<file path="src/design/cpu_pkg.sv">
package cpu_pkg;

    // widths that carry a meaning
    typedef logic [31:0] word_t;
    typedef logic [31:0] exc_t;
    typedef logic [4:0]  cp0_addr_t;
    // bit 0 pc, 1 if, 2 id, 3 ex, 4 mem, 5 wb
    typedef logic [5:0]  stall_t;

    // instruction currently sitting in mem
    typedef struct packed {
        logic  valid;
        word_t pc;
        logic  in_delay_slot;
        word_t bad_addr;
        logic  syscall;
        logic  brk;
        logic  inst_invalid;
        logic  trap;
        logic  overflow;
        logic  eret;
        logic  adel;
        logic  ades;
    } mem_info_t;

    // exception type codes, matching Cause.ExcCode
    localparam exc_t EXC_NONE = 32'h0000_0000;
    localparam exc_t EXC_INT  = 32'h0000_0001;
    localparam exc_t EXC_ADEL = 32'h0000_0004;
    localparam exc_t EXC_ADES = 32'h0000_0005;
    localparam exc_t EXC_SYS  = 32'h0000_0008;
    localparam exc_t EXC_BP   = 32'h0000_0009;
    localparam exc_t EXC_RI   = 32'h0000_000a;
    localparam exc_t EXC_OV   = 32'h0000_000c;
    localparam exc_t EXC_TR   = 32'h0000_000d;
    localparam exc_t EXC_ERET = 32'h0000_000e;

    localparam word_t RESET_PC     = 32'hBFC0_0000;
    localparam word_t EXC_VECTOR   = 32'hBFC0_0380;
    // BEV set, IE and EXL clear
    localparam word_t STATUS_RESET = 32'h0040_0000;
    localparam word_t PC_STEP      = 32'd4;

    // cp0 register numbers
    localparam cp0_addr_t CP0_BADVADDR = 5'd8;
    localparam cp0_addr_t CP0_STATUS   = 5'd12;
    localparam cp0_addr_t CP0_CAUSE    = 5'd13;
    localparam cp0_addr_t CP0_EPC      = 5'd14;

    // single-bit fields in status and cause
    localparam int STATUS_IE_BIT  = 0;
    localparam int STATUS_EXL_BIT = 1;
    localparam int CAUSE_BD_BIT   = 31;

    // stall patterns, everything upstream of the requester freezes
    localparam stall_t STALL_NONE = 6'b000000;
    localparam stall_t STALL_ID   = 6'b000111;
    localparam stall_t STALL_EX   = 6'b001111;
    localparam stall_t STALL_MEM  = 6'b011111;

endpackage

</file>
<file path="src/design/cp0_reg.sv">
`timescale 1ns/10ps

module cp0_reg (
    input  logic               clk,
    input  logic               rst,
    input  logic               we,
    input  cpu_pkg::cp0_addr_t waddr,
    input  cpu_pkg::word_t     wdata,
    input  cpu_pkg::cp0_addr_t raddr,
    input  logic [5:0]         hw_int,
    input  cpu_pkg::exc_t      excepttype,
    input  cpu_pkg::mem_info_t mem_info,
    output cpu_pkg::word_t     rdata,
    output cpu_pkg::word_t     status,
    output cpu_pkg::word_t     cause,
    output cpu_pkg::word_t     epc
);
    import cpu_pkg::*;

    word_t badvaddr;
    logic  is_eret;
    logic  take_exc;
    logic  is_addr_err;
    word_t epc_entry;

    assign is_eret     = (excepttype == EXC_ERET);
    assign take_exc    = (excepttype != EXC_NONE) && !is_eret;
    assign is_addr_err = (excepttype == EXC_ADEL) || (excepttype == EXC_ADES);

    // a delay-slot fault restarts at the branch
    assign epc_entry = mem_info.in_delay_slot ? (mem_info.pc - PC_STEP) : mem_info.pc;

    always_ff @(posedge clk)
    begin
        if (rst)
        begin
            status   <= STATUS_RESET;
            cause    <= '0;
            epc      <= '0;
            badvaddr <= '0;
        end
        else
        begin
            // hardware lines land in IP7..IP2 every cycle
            cause[15:10] <= hw_int;

            if (take_exc)
            begin
                epc                    <= epc_entry;
                cause[CAUSE_BD_BIT]    <= mem_info.in_delay_slot;
                cause[6:2]             <= excepttype[4:0];
                status[STATUS_EXL_BIT] <= 1'b1;
                if (is_addr_err)
                begin
                    badvaddr <= mem_info.bad_addr;
                end
            end
            else if (is_eret)
            begin
                status[STATUS_EXL_BIT] <= 1'b0;
            end
            else if (we)
            begin
                case (waddr)
                    CP0_STATUS:
                    begin
                        status <= wdata;
                    end
                    CP0_CAUSE:
                    begin
                        // only the software interrupt bits
                        cause[9:8] <= wdata[9:8];
                    end
                    CP0_EPC:
                    begin
                        epc <= wdata;
                    end
                    default:
                    begin
                    end
                endcase
            end
        end
    end

    // mfc0 path, no bypass of a write in flight
    always_comb
    begin
        case (raddr)
            CP0_BADVADDR:
            begin
                rdata = badvaddr;
            end
            CP0_STATUS:
            begin
                rdata = status;
            end
            CP0_CAUSE:
            begin
                rdata = cause;
            end
            CP0_EPC:
            begin
                rdata = epc;
            end
            default:
            begin
                rdata = '0;
            end
        endcase
    end

endmodule

</file>
<file path="src/design/cpu_ctrl_top.sv">
`timescale 1ns/10ps

module cpu_ctrl_top (
    input  logic               clk,
    input  logic               rst,
    input  logic               stallreq_from_id,
    input  logic               stallreq_from_ex,
    input  logic               stallreq_from_mem,
    input  cpu_pkg::mem_info_t mem_info,
    input  logic [5:0]         hw_int,
    input  logic               cp0_we,
    input  cpu_pkg::cp0_addr_t cp0_waddr,
    input  cpu_pkg::word_t     cp0_wdata,
    input  cpu_pkg::cp0_addr_t cp0_raddr,
    output cpu_pkg::word_t     cp0_rdata,
    output cpu_pkg::stall_t    stall,
    output logic               flush,
    output cpu_pkg::word_t     new_pc,
    output cpu_pkg::word_t     pc
);
    import cpu_pkg::*;

    word_t status;
    word_t cause;
    word_t epc;
    exc_t  excepttype;

    mem_except u_mem_except (
        .mem_info   (mem_info),
        .status     (status),
        .cause      (cause),
        .excepttype (excepttype)
    );

    cp0_reg u_cp0_reg (
        .clk        (clk),
        .rst        (rst),
        .we         (cp0_we),
        .waddr      (cp0_waddr),
        .wdata      (cp0_wdata),
        .raddr      (cp0_raddr),
        .hw_int     (hw_int),
        .excepttype (excepttype),
        .mem_info   (mem_info),
        .rdata      (cp0_rdata),
        .status     (status),
        .cause      (cause),
        .epc        (epc)
    );

    pipe_ctrl u_pipe_ctrl (
        .rst               (rst),
        .stallreq_from_id  (stallreq_from_id),
        .stallreq_from_ex  (stallreq_from_ex),
        .stallreq_from_mem (stallreq_from_mem),
        .excepttype        (excepttype),
        .cp0_epc           (epc),
        .stall             (stall),
        .flush             (flush),
        .new_pc            (new_pc)
    );

    pc_reg u_pc_reg (
        .clk    (clk),
        .rst    (rst),
        .stall  (stall),
        .flush  (flush),
        .new_pc (new_pc),
        .pc     (pc)
    );

endmodule

</file>
<file path="src/design/mem_except.sv">
`timescale 1ns/10ps

module mem_except (
    input  cpu_pkg::mem_info_t mem_info,
    input  cpu_pkg::word_t     status,
    input  cpu_pkg::word_t     cause,
    output cpu_pkg::exc_t      excepttype
);
    import cpu_pkg::*;

    logic [7:0] int_masked;
    logic       int_enabled;
    logic       int_pending;

    // pending IP bits filtered by IM
    assign int_masked  = cause[15:8] & status[15:8];
    assign int_enabled = status[STATUS_IE_BIT] && !status[STATUS_EXL_BIT];
    assign int_pending = mem_info.valid && int_enabled && (int_masked != 8'h00);

    always_comb
    begin
        excepttype = EXC_NONE;
        if (int_pending)
        begin
            excepttype = EXC_INT;
        end
        else if (mem_info.valid)
        begin
            // fixed priority, first match wins
            if (mem_info.adel)
            begin
                excepttype = EXC_ADEL;
            end
            else if (mem_info.ades)
            begin
                excepttype = EXC_ADES;
            end
            else if (mem_info.syscall)
            begin
                excepttype = EXC_SYS;
            end
            else if (mem_info.brk)
            begin
                excepttype = EXC_BP;
            end
            else if (mem_info.inst_invalid)
            begin
                excepttype = EXC_RI;
            end
            else if (mem_info.trap)
            begin
                excepttype = EXC_TR;
            end
            else if (mem_info.overflow)
            begin
                excepttype = EXC_OV;
            end
            else if (mem_info.eret)
            begin
                excepttype = EXC_ERET;
            end
        end
    end

endmodule

</file>
<file path="src/design/pc_reg.sv">
`timescale 1ns/10ps

module pc_reg (
    input  logic            clk,
    input  logic            rst,
    input  cpu_pkg::stall_t stall,
    input  logic            flush,
    input  cpu_pkg::word_t  new_pc,
    output cpu_pkg::word_t  pc
);
    import cpu_pkg::*;

    word_t pc_next;

    always_comb
    begin
        // redirect wins over a stalled pc
        if (flush)
        begin
            pc_next = new_pc;
        end
        else if (stall[0])
        begin
            pc_next = pc;
        end
        else
        begin
            pc_next = pc + PC_STEP;
        end
    end

    always_ff @(posedge clk)
    begin
        if (rst)
        begin
            pc <= RESET_PC;
        end
        else
        begin
            pc <= pc_next;
        end
    end

endmodule

</file>
<file path="src/design/pipe_ctrl.sv">
`timescale 1ns/10ps

module pipe_ctrl (
    input  logic            rst,
    input  logic            stallreq_from_id,
    input  logic            stallreq_from_ex,
    input  logic            stallreq_from_mem,
    input  cpu_pkg::exc_t   excepttype,
    input  cpu_pkg::word_t  cp0_epc,
    output cpu_pkg::stall_t stall,
    output logic            flush,
    output cpu_pkg::word_t  new_pc
);
    import cpu_pkg::*;

    always_comb
    begin
        stall  = STALL_NONE;
        flush  = 1'b0;
        new_pc = '0;
        if (rst)
        begin
            // idle while in reset
            stall  = STALL_NONE;
        end
        else if (excepttype != EXC_NONE)
        begin
            // exception beats any stall request, whole pipe is flushed
            flush = 1'b1;
            case (excepttype)
                EXC_INT,
                EXC_ADEL,
                EXC_ADES,
                EXC_SYS,
                EXC_BP,
                EXC_RI,
                EXC_OV,
                EXC_TR:
                begin
                    new_pc = EXC_VECTOR;
                end
                EXC_ERET:
                begin
                    new_pc = cp0_epc;
                end
                default:
                begin
                    new_pc = '0;
                end
            endcase
        end
        else if (stallreq_from_mem)
        begin
            stall = STALL_MEM;
        end
        else if (stallreq_from_ex)
        begin
            stall = STALL_EX;
        end
        else if (stallreq_from_id)
        begin
            stall = STALL_ID;
        end
    end

endmodule

</file>
<file path="config.mk">
export PLATFORM = sky130hd
export DESIGN_NAME = cpu_ctrl_top
export DESIGN_NICKNAME = d
export VERILOG_FILES = /design/src/design/cpu_pkg.sv /design/src/design/cp0_reg.sv /design/src/design/cpu_ctrl_top.sv /design/src/design/mem_except.sv /design/src/design/pc_reg.sv /design/src/design/pipe_ctrl.sv
export SDC_FILE = /design/constraint.sdc
export NUM_CORES = 1
export LEC_CHECK = 0
export ABC_AREA = 1
export ABC_CLOCK_PERIOD_IN_PS = 4500
export BUFFER_PORTS_ARGS = -buffer_cell sky130_fd_sc_hd__buf_2
export CORE_MARGIN = 1
export CORE_UTILIZATION = 50
export DETAILED_ROUTE_END_ITERATION = 6
export PLACE_DENSITY = 0.8
export SLEW_MARGIN = 40
export SYNTH_ARGS = -nofsm -noshare
export SYNTH_HDL_FRONTEND = slang
export SYNTH_SLANG_ARGS = --single-unit
</file>
<file path="constraint.sdc">
create_clock -name clk -period 4.5 [get_ports clk]
set_clock_uncertainty 0.1 [all_clocks]
set_input_delay 0.675 -clock clk [delete_from_list [all_inputs] [get_ports clk]]
set_output_delay 0.675 -clock clk [all_outputs]
set_load 0.05 [all_outputs]
</file>
==> out/summary.txt, run 1 <==
IO buf count - 229
GPL Wtd Cong - 0.943
Io pins - 231
Pre-CTS WS - 0.927 ns
Synth top cells by count - 462 x nand2_1, 165 x nor2_1, 141 x dfxtp_1
Fin crit share - 80.0%
Synth Flop Type - dfxtp_1
Worst reg2reg startpoint - u_cp0_reg.status[8]$_SDFFE_PP0P_
Synth area leader - dfxtp_1
Core Area - 16600 um^2
Die height - 132 um
Post-synthesis cell type count - 37
Crit-path max FO - 22
Status - finished, final reports clean
Clock Latency Late Sink - 0.43 ns
Starting Density - 51.1%
Post-route ant nets - 0
Post-DP HPWL - 22600 um
CP startpoint kind - input port
# Post-CTS Setup Buffers - 0
Post-synth EDFFs - 0
CTS H-tree lvls - 4
Worst-path clk slew - 0.06 ns
Cell Pwr Density - 342 nW/um^2
Top-count cell post-synth - nand2_1
TritonCTS Buffers - 17
Number of global-route vias before repair - 9062
Routed WL - 30100 um
Crit path DAT - 2.83 ns
CTS root buf - clkbuf_16
Post-route DRC - 0
Post-layout nets - 1715
DP Area - 9710 um^2
Top delay family on crit path - buffers and inverters
Grt ovf - 0
Setup ws final - 0.899 ns
Met3 usage - 7.00%
First-pass GRT wire length - 47500 um
Global-route met2 utilization - 52.0%
Met1 usage - 48.1%
Synthesis warning total - 0
Die Area - 17500 um^2
Cts repair resizes - 0
Sink Count - 141
CTS hold repair buffers - 0
Kind of critical path - in2out
Worst Min Path Start - hw_int[3]
Synth async-reset ratio - 0%
Overall Global Routing Usage - 34.3%
Post-synth net total - 1521
Cells taking the most area after synthesis - dfxtp_1 33%, nand2_1 20%, nor2_1 7.3%
Synth Register Bits - 141
Post-route cell area - 10400 um^2
Core Util, Final - 62.5%
Largest net degree at the start of global routing - 75
Slew margin rel. - 44.1%
Initial antenna violation count - 2
Crit path largest cell delay - 0.35 ns
F_max - 278 MHz
Placed cells - 1786
DR iter-0 viols - 1076
Via count - 9972
Avg WL per Cell - 16.6 um
Worst min path class - in2reg
Die X - 132 um
DR pass1 iterations - 5
Gate Count Post-Synth - 1391
Worst Path Required - 3.72 ns
CP Launch Point - mem_info[4]
Buffers plus inverters on the worst setup path - 4
Layout Cells excl Fill - 1819
Rows - 47
Max-slew violation count - 0
Fill cells - 1665
Crit path time final - 3.60 ns
RSZ-0062 raised after global routing - false
Worst-path cell with the longest stage delay - inv_2
Post-synthesis sequential area ratio - 33.3%
GR peak layer - met2
Syn Area/Cell - 6.09 um^2
Setup_tns - 0 ns
CP cell instances - buf_2 > nor2_2 > nand2_1 > o21bai_1 > nand4_1 > buf_4 > nor2_1 > nand2_1 > inv_2 > buf_2
Max-cap violations - 0
Critical path capture point type - primary output
Share of post-route cells with drive strength above 1 - 18.8%
CTS tree - done
Final setup fails - 0
Hold Vio Cnt, Final - 0
VDD IR max - 0.000297 V
Leak - 5.13 nW
Synth top area share - 33.3%
Layout area overhead - 22.3%
Mapped cell area - 8470 um^2
Vias per cell - 5.48
Max Root-Sink Buffers - 2
Slew @ Worst Pin - 0.836 ns
## cells in the final DEF, fill, tap and decap left out, drive strengths merged, types with 2 or more instances in the layout
master / netlist / routed
buf: 34 / 244
nand4: 16 / 16
a31oi: 2 / 2
nor3: 25 / 25
bufinv: 0 / 4
dfxtp: 141 / 141
nand3: 89 / 89
xor2: 33 / 33
ha: 2 / 2
o221ai: 8 / 8
clkinv: 3 / 4
nor3b: 2 / 2
clkinvlp: 0 / 2
and2: 2 / 2
nor2: 168 / 168
nor4: 4 / 4
clkbuf: 35 / 18
xnor2: 8 / 8
nand3b: 7 / 7
o2111ai: 13 / 13
o21ai: 103 / 103
o211ai: 11 / 11
inv: 142 / 149
a21oi: 69 / 69
nand2: 468 / 468
or2: 3 / 3
## area by class of cell
type                       count  area, um^2  share of cell area (%)
clock buffer                  18         439                    4.24
tap                          220         275                    2.66
sequential                   141        2820                    27.2
inverter                     145         544                    5.25
antenna                        1        2.50                  0.0242
timing repair buffer         244        1260                    12.2
clock inverter                14         204                    1.97
multi-input combinational   1036        4810                    46.4
## tightest hold or removal path, stage by stage
cell	delay (ns)
buf_2	0.07
inv_1	0.03
nor2_1	0.06
## per-stage QoR
step | total power [mW] | hold slack (ns)
after floorplan | 1.80 | 0.329
after global placement | 2.00 | 0.339
after detailed placement | 2.01 | 0.346
after CTS | 3.54 | 0.339
after global routing | 3.67 | 0.351
final | 3.55 | 0.343
## worst paths after layout
check        cells after the start  slack (ns)                             endpoint
max                             10        0.90                             stall[1]
min                              3        0.34       u_cp0_reg.cause[13]$_SDFF_PP0_
max reg2reg                     11        1.59    u_cp0_reg.status[16]$_SDFFE_PP0P_
min reg2reg                      2        0.36  u_cp0_reg.badvaddr[31]$_SDFFE_PP0P_
## power by group
group          switching [mW]  internal (mW)
clock network           0.593          0.955
registers              0.0675           1.32
logic                   0.434          0.173
## cells by family after synthesis
logic type      Yosys count  share of synthesized area [%]
other cells               1                         0.0443
simple gates            785                           38.1
fa+ha+maj                 2                          0.295
xor+xnor                 41                           4.24
compound gates          207                           13.7
flops                   141                           33.3
buf+inv                 214                           10.4
## routing by layer
layer | vias to the layer above | part of all wire (%)
li1 | 4825 | -
met4 | 2 | 3.3
met3 | 73 | 9.7
met1 | 4524 | 44
met5 | - | 0.043
met2 | 548 | 43
(Power assumes the default switching activity.)
==> run 2, diff against run 1 <==
--- a/config.mk
+++ b/config.mk
@@ -5,13 +5,13 @@
 export SDC_FILE = /design/constraint.sdc
 export NUM_CORES = 1
 export LEC_CHECK = 0
-export ABC_AREA = 1
-export ABC_CLOCK_PERIOD_IN_PS = 4500
+export ABC_AREA = 0
+export ABC_CLOCK_PERIOD_IN_PS = 3510
 export BUFFER_PORTS_ARGS = -buffer_cell sky130_fd_sc_hd__buf_2
 export CORE_MARGIN = 1
 export CORE_UTILIZATION = 50
 export DETAILED_ROUTE_END_ITERATION = 6
-export PLACE_DENSITY = 0.8
+export PLACE_DENSITY = 0.81
 export SLEW_MARGIN = 40
 export SYNTH_ARGS = -nofsm -noshare
 export SYNTH_HDL_FRONTEND = slang
==> constraint.sdc (replaced) <==
create_clock -name clk -period 3.51 [get_ports clk]
set_clock_uncertainty 0.1 [all_clocks]
set_input_delay 0.5265 -clock clk [delete_from_list [all_inputs] [get_ports clk]]
set_output_delay 0.5265 -clock clk [all_outputs]
set_load 0.05 [all_outputs]
==> out/summary.txt, run 2 <==
Crit path DAT - 2.67 ns
Cell Pwr Density - 435 nW/um^2
Post-layout nets - 1379
Synthesis warning total - 0
CP Launch Point - u_cp0_reg.status[15]$_SDFFE_PP0P_
Die height - 127 um
CP cell instances - a22oi_1 > nand4_1 > a211oi_2 > buf_4 > and2_1 > buf_2
Post-route DRC - 0
Overall Global Routing Usage - 35.0%
# Post-CTS Setup Buffers - 0
Cts repair resizes - 0
Post-synthesis sequential area ratio - 36.4%
Avg WL per Cell - 19.3 um
Synth Flop Type - dfxtp_1
CTS root buf - clkbuf_16
Synth area leader - dfxtp_1
Core Area - 15200 um^2
TritonCTS Buffers - 17
Total power - 4.27 mW
Sink Count - 141
Die Area - 16000 um^2
Largest net degree at the start of global routing - 56
Post-synthesis cell type count - 73
Routed WL - 28100 um
IO buf count - 229
Crit-path max FO - 19
CTS H-tree lvls - 4
Io pins - 231
Hold Vio Cnt, Final - 0
Reg power frac - 40.8%
Worst Min Path Start - hw_int[0]
Internal Power - 3.11 mW
Placed cells - 1418
Most common cell after layout, fill and taps aside - buf_2
Number of global-route vias before repair - 8102
Grt ovf - 0
Worst hold slack - 0.211 ns
Psw - 1.16 mW
Die X - 127 um
Layout area overhead - 26.4%
Post-synth EDFFs - 0
Highest-count cells in the layout ignoring fill and taps - 228 x buf_2, 180 x nand2_1, 141 x dfxtp_1
Multi-input gate area - 4620 um^2
Via count - 8919
Top delay family on crit path - compound AO/OA/AOI/OAI gates
Max Root-Sink Buffers - 2
First-pass GRT wire length - 43700 um
Fin crit share - 94.0%
Vias per cell - 6.13
Comb power frac - 12.9%
Synth top area share - 36.4%
Slew margin rel. - 53.2%
GPL Wtd Cong - 0.982
VDD IR max - 0.000339 V
RSZ-0062 raised after global routing - false
Worst-path clk slew - 0.06 ns
Max-cap violations - 0
DR pass1 iterations - 7
Synth async-reset ratio - 0%
CTS tree - done
Core Util, Final - 64.5%
Starting Density - 51.0%
Post-route ant nets - 0
Mapped cell area - 7760 um^2
Rows - 45
Initial antenna violation count - 8
Fill cells - 1391
Status - finished, final reports clean
Layout Cells excl Fill - 1456
Share of post-route cells with drive strength above 1 - 24.8%
Synth top cells by count - 180 x nand2_1, 141 x dfxtp_1, 130 x a21oi_1
Critical path capture point type - primary output
Buffers plus inverters on the worst setup path - 2
Gate Count Post-Synth - 1035
Synth Register Bits - 141
Sw Share - 27.2%
Slew @ Worst Pin - 0.702 ns
Crit path largest cell delay - 0.49 ns
Crit path time final - 3.30 ns
Reg area - 2820 um^2
DR iter-0 viols - 1009
Syn Area/Cell - 7.50 um^2
Part of the power in the clock network - 46.3%
Kind of critical path - reg2out
Clock Latency Late Sink - 0.42 ns
Leak - 4.23 nW
Top-count cell post-synth - nand2_1
Worst-path cell with the longest stage delay - nand4_1
Post-synth net total - 1165
Max-slew violation count - 0
Worst reg2reg startpoint - u_cp0_reg.status[15]$_SDFFE_PP0P_
Post-DP HPWL - 20900 um
Worst Path Required - 2.88 ns
Worst min path class - in2reg
Final setup fails - 0
F_max - 303 MHz
CTS hold repair buffers - 0
CP startpoint kind - flip-flop
Cells taking the most area after synthesis - dfxtp_1 36%, nand2_1 8.7%, a21oi_1 8.4%
Setup_tns - 0 ns
-- run 2: cell types whose count changed after synthesis, moves of 21 or more --
cell,delta
a22oi_1,+31
inv_1,-130
nor2_1,-55
o21ai_0,-81
nand3_1,-56
a21oi_1,+61
mux2i_1,+42
a211oi_1,+21
nand2_1,-282
-- run 2: routing by layer --
layer  part of all wire (%)  track usage (%)  up-vias
met5                  0.050                0        -
met4                    3.6             14.5        2
met3                     12             8.44       88
met2                     45             54.8      598
met1                     40             46.3     4077
li1                       -                -     4154
-- run 2: path summary, 6_finish.rpt --
| kind | slack [ns] | end | depth (start not counted) |
|---|---|---|---|
| worst max-delay path | 0.21 | new_pc[5] | 6 |
| worst min-delay path | 0.21 | u_cp0_reg.cause[10]$_SDFF_PP0_ | 2 |
| worst max register to register | 0.86 | u_pc_reg.pc[18]$_SDFFE_PP0P_ | 7 |
| worst min register to register | 0.35 | u_pc_reg.pc[0]$_SDFFE_PP0P_ | 1 |
-- run 2: kinds of logic after synthesis --
logic type	after synthesis	synth area share (%)
AO/OA/AOI/OAI	277	22.6
flip-flops	141	36.4
AND/OR/NAND/NOR	466	27.9
buffers and inverters	79	4.37
other	1	0.0483
XOR/XNOR	27	3.05
adder cells (fa/ha/maj)	2	0.322
multiplexers	42	5.42
-- run 2: area by class of cell --
| type | instances | share of cell area, % |
|---|---|---|
| Tap cell | 188 | 2.40 |
| Inverter | 11 | 0.421 |
| Antenna cell | 6 | 0.153 |
| Sequential cell | 141 | 28.8 |
| Clock inverter | 12 | 1.86 |
| Multi-Input combinational cell | 815 | 47.1 |
| Timing Repair Buffer | 263 | 14.6 |
| Clock buffer | 20 | 4.76 |
-- run 2: power groups by stage --
stage	logic [mW]	registers (mW)	clock network [mW]
after floorplan	0.307	1.77	0
after global placement	0.536	1.77	0
after detailed placement	0.541	1.77	0
after CTS	0.544	1.74	1.98
after global routing	0.594	1.75	2.06
final	0.553	1.74	1.98
-- run 2: per-stage QoR --
step,cell area (um^2),worst slack (ns)
floorplan,7770,0.120
global placement,9140,0.310
detailed placement,9140,0.274
CTS,9790,0.265
global route,9800,0.177
finish,9810,0.212
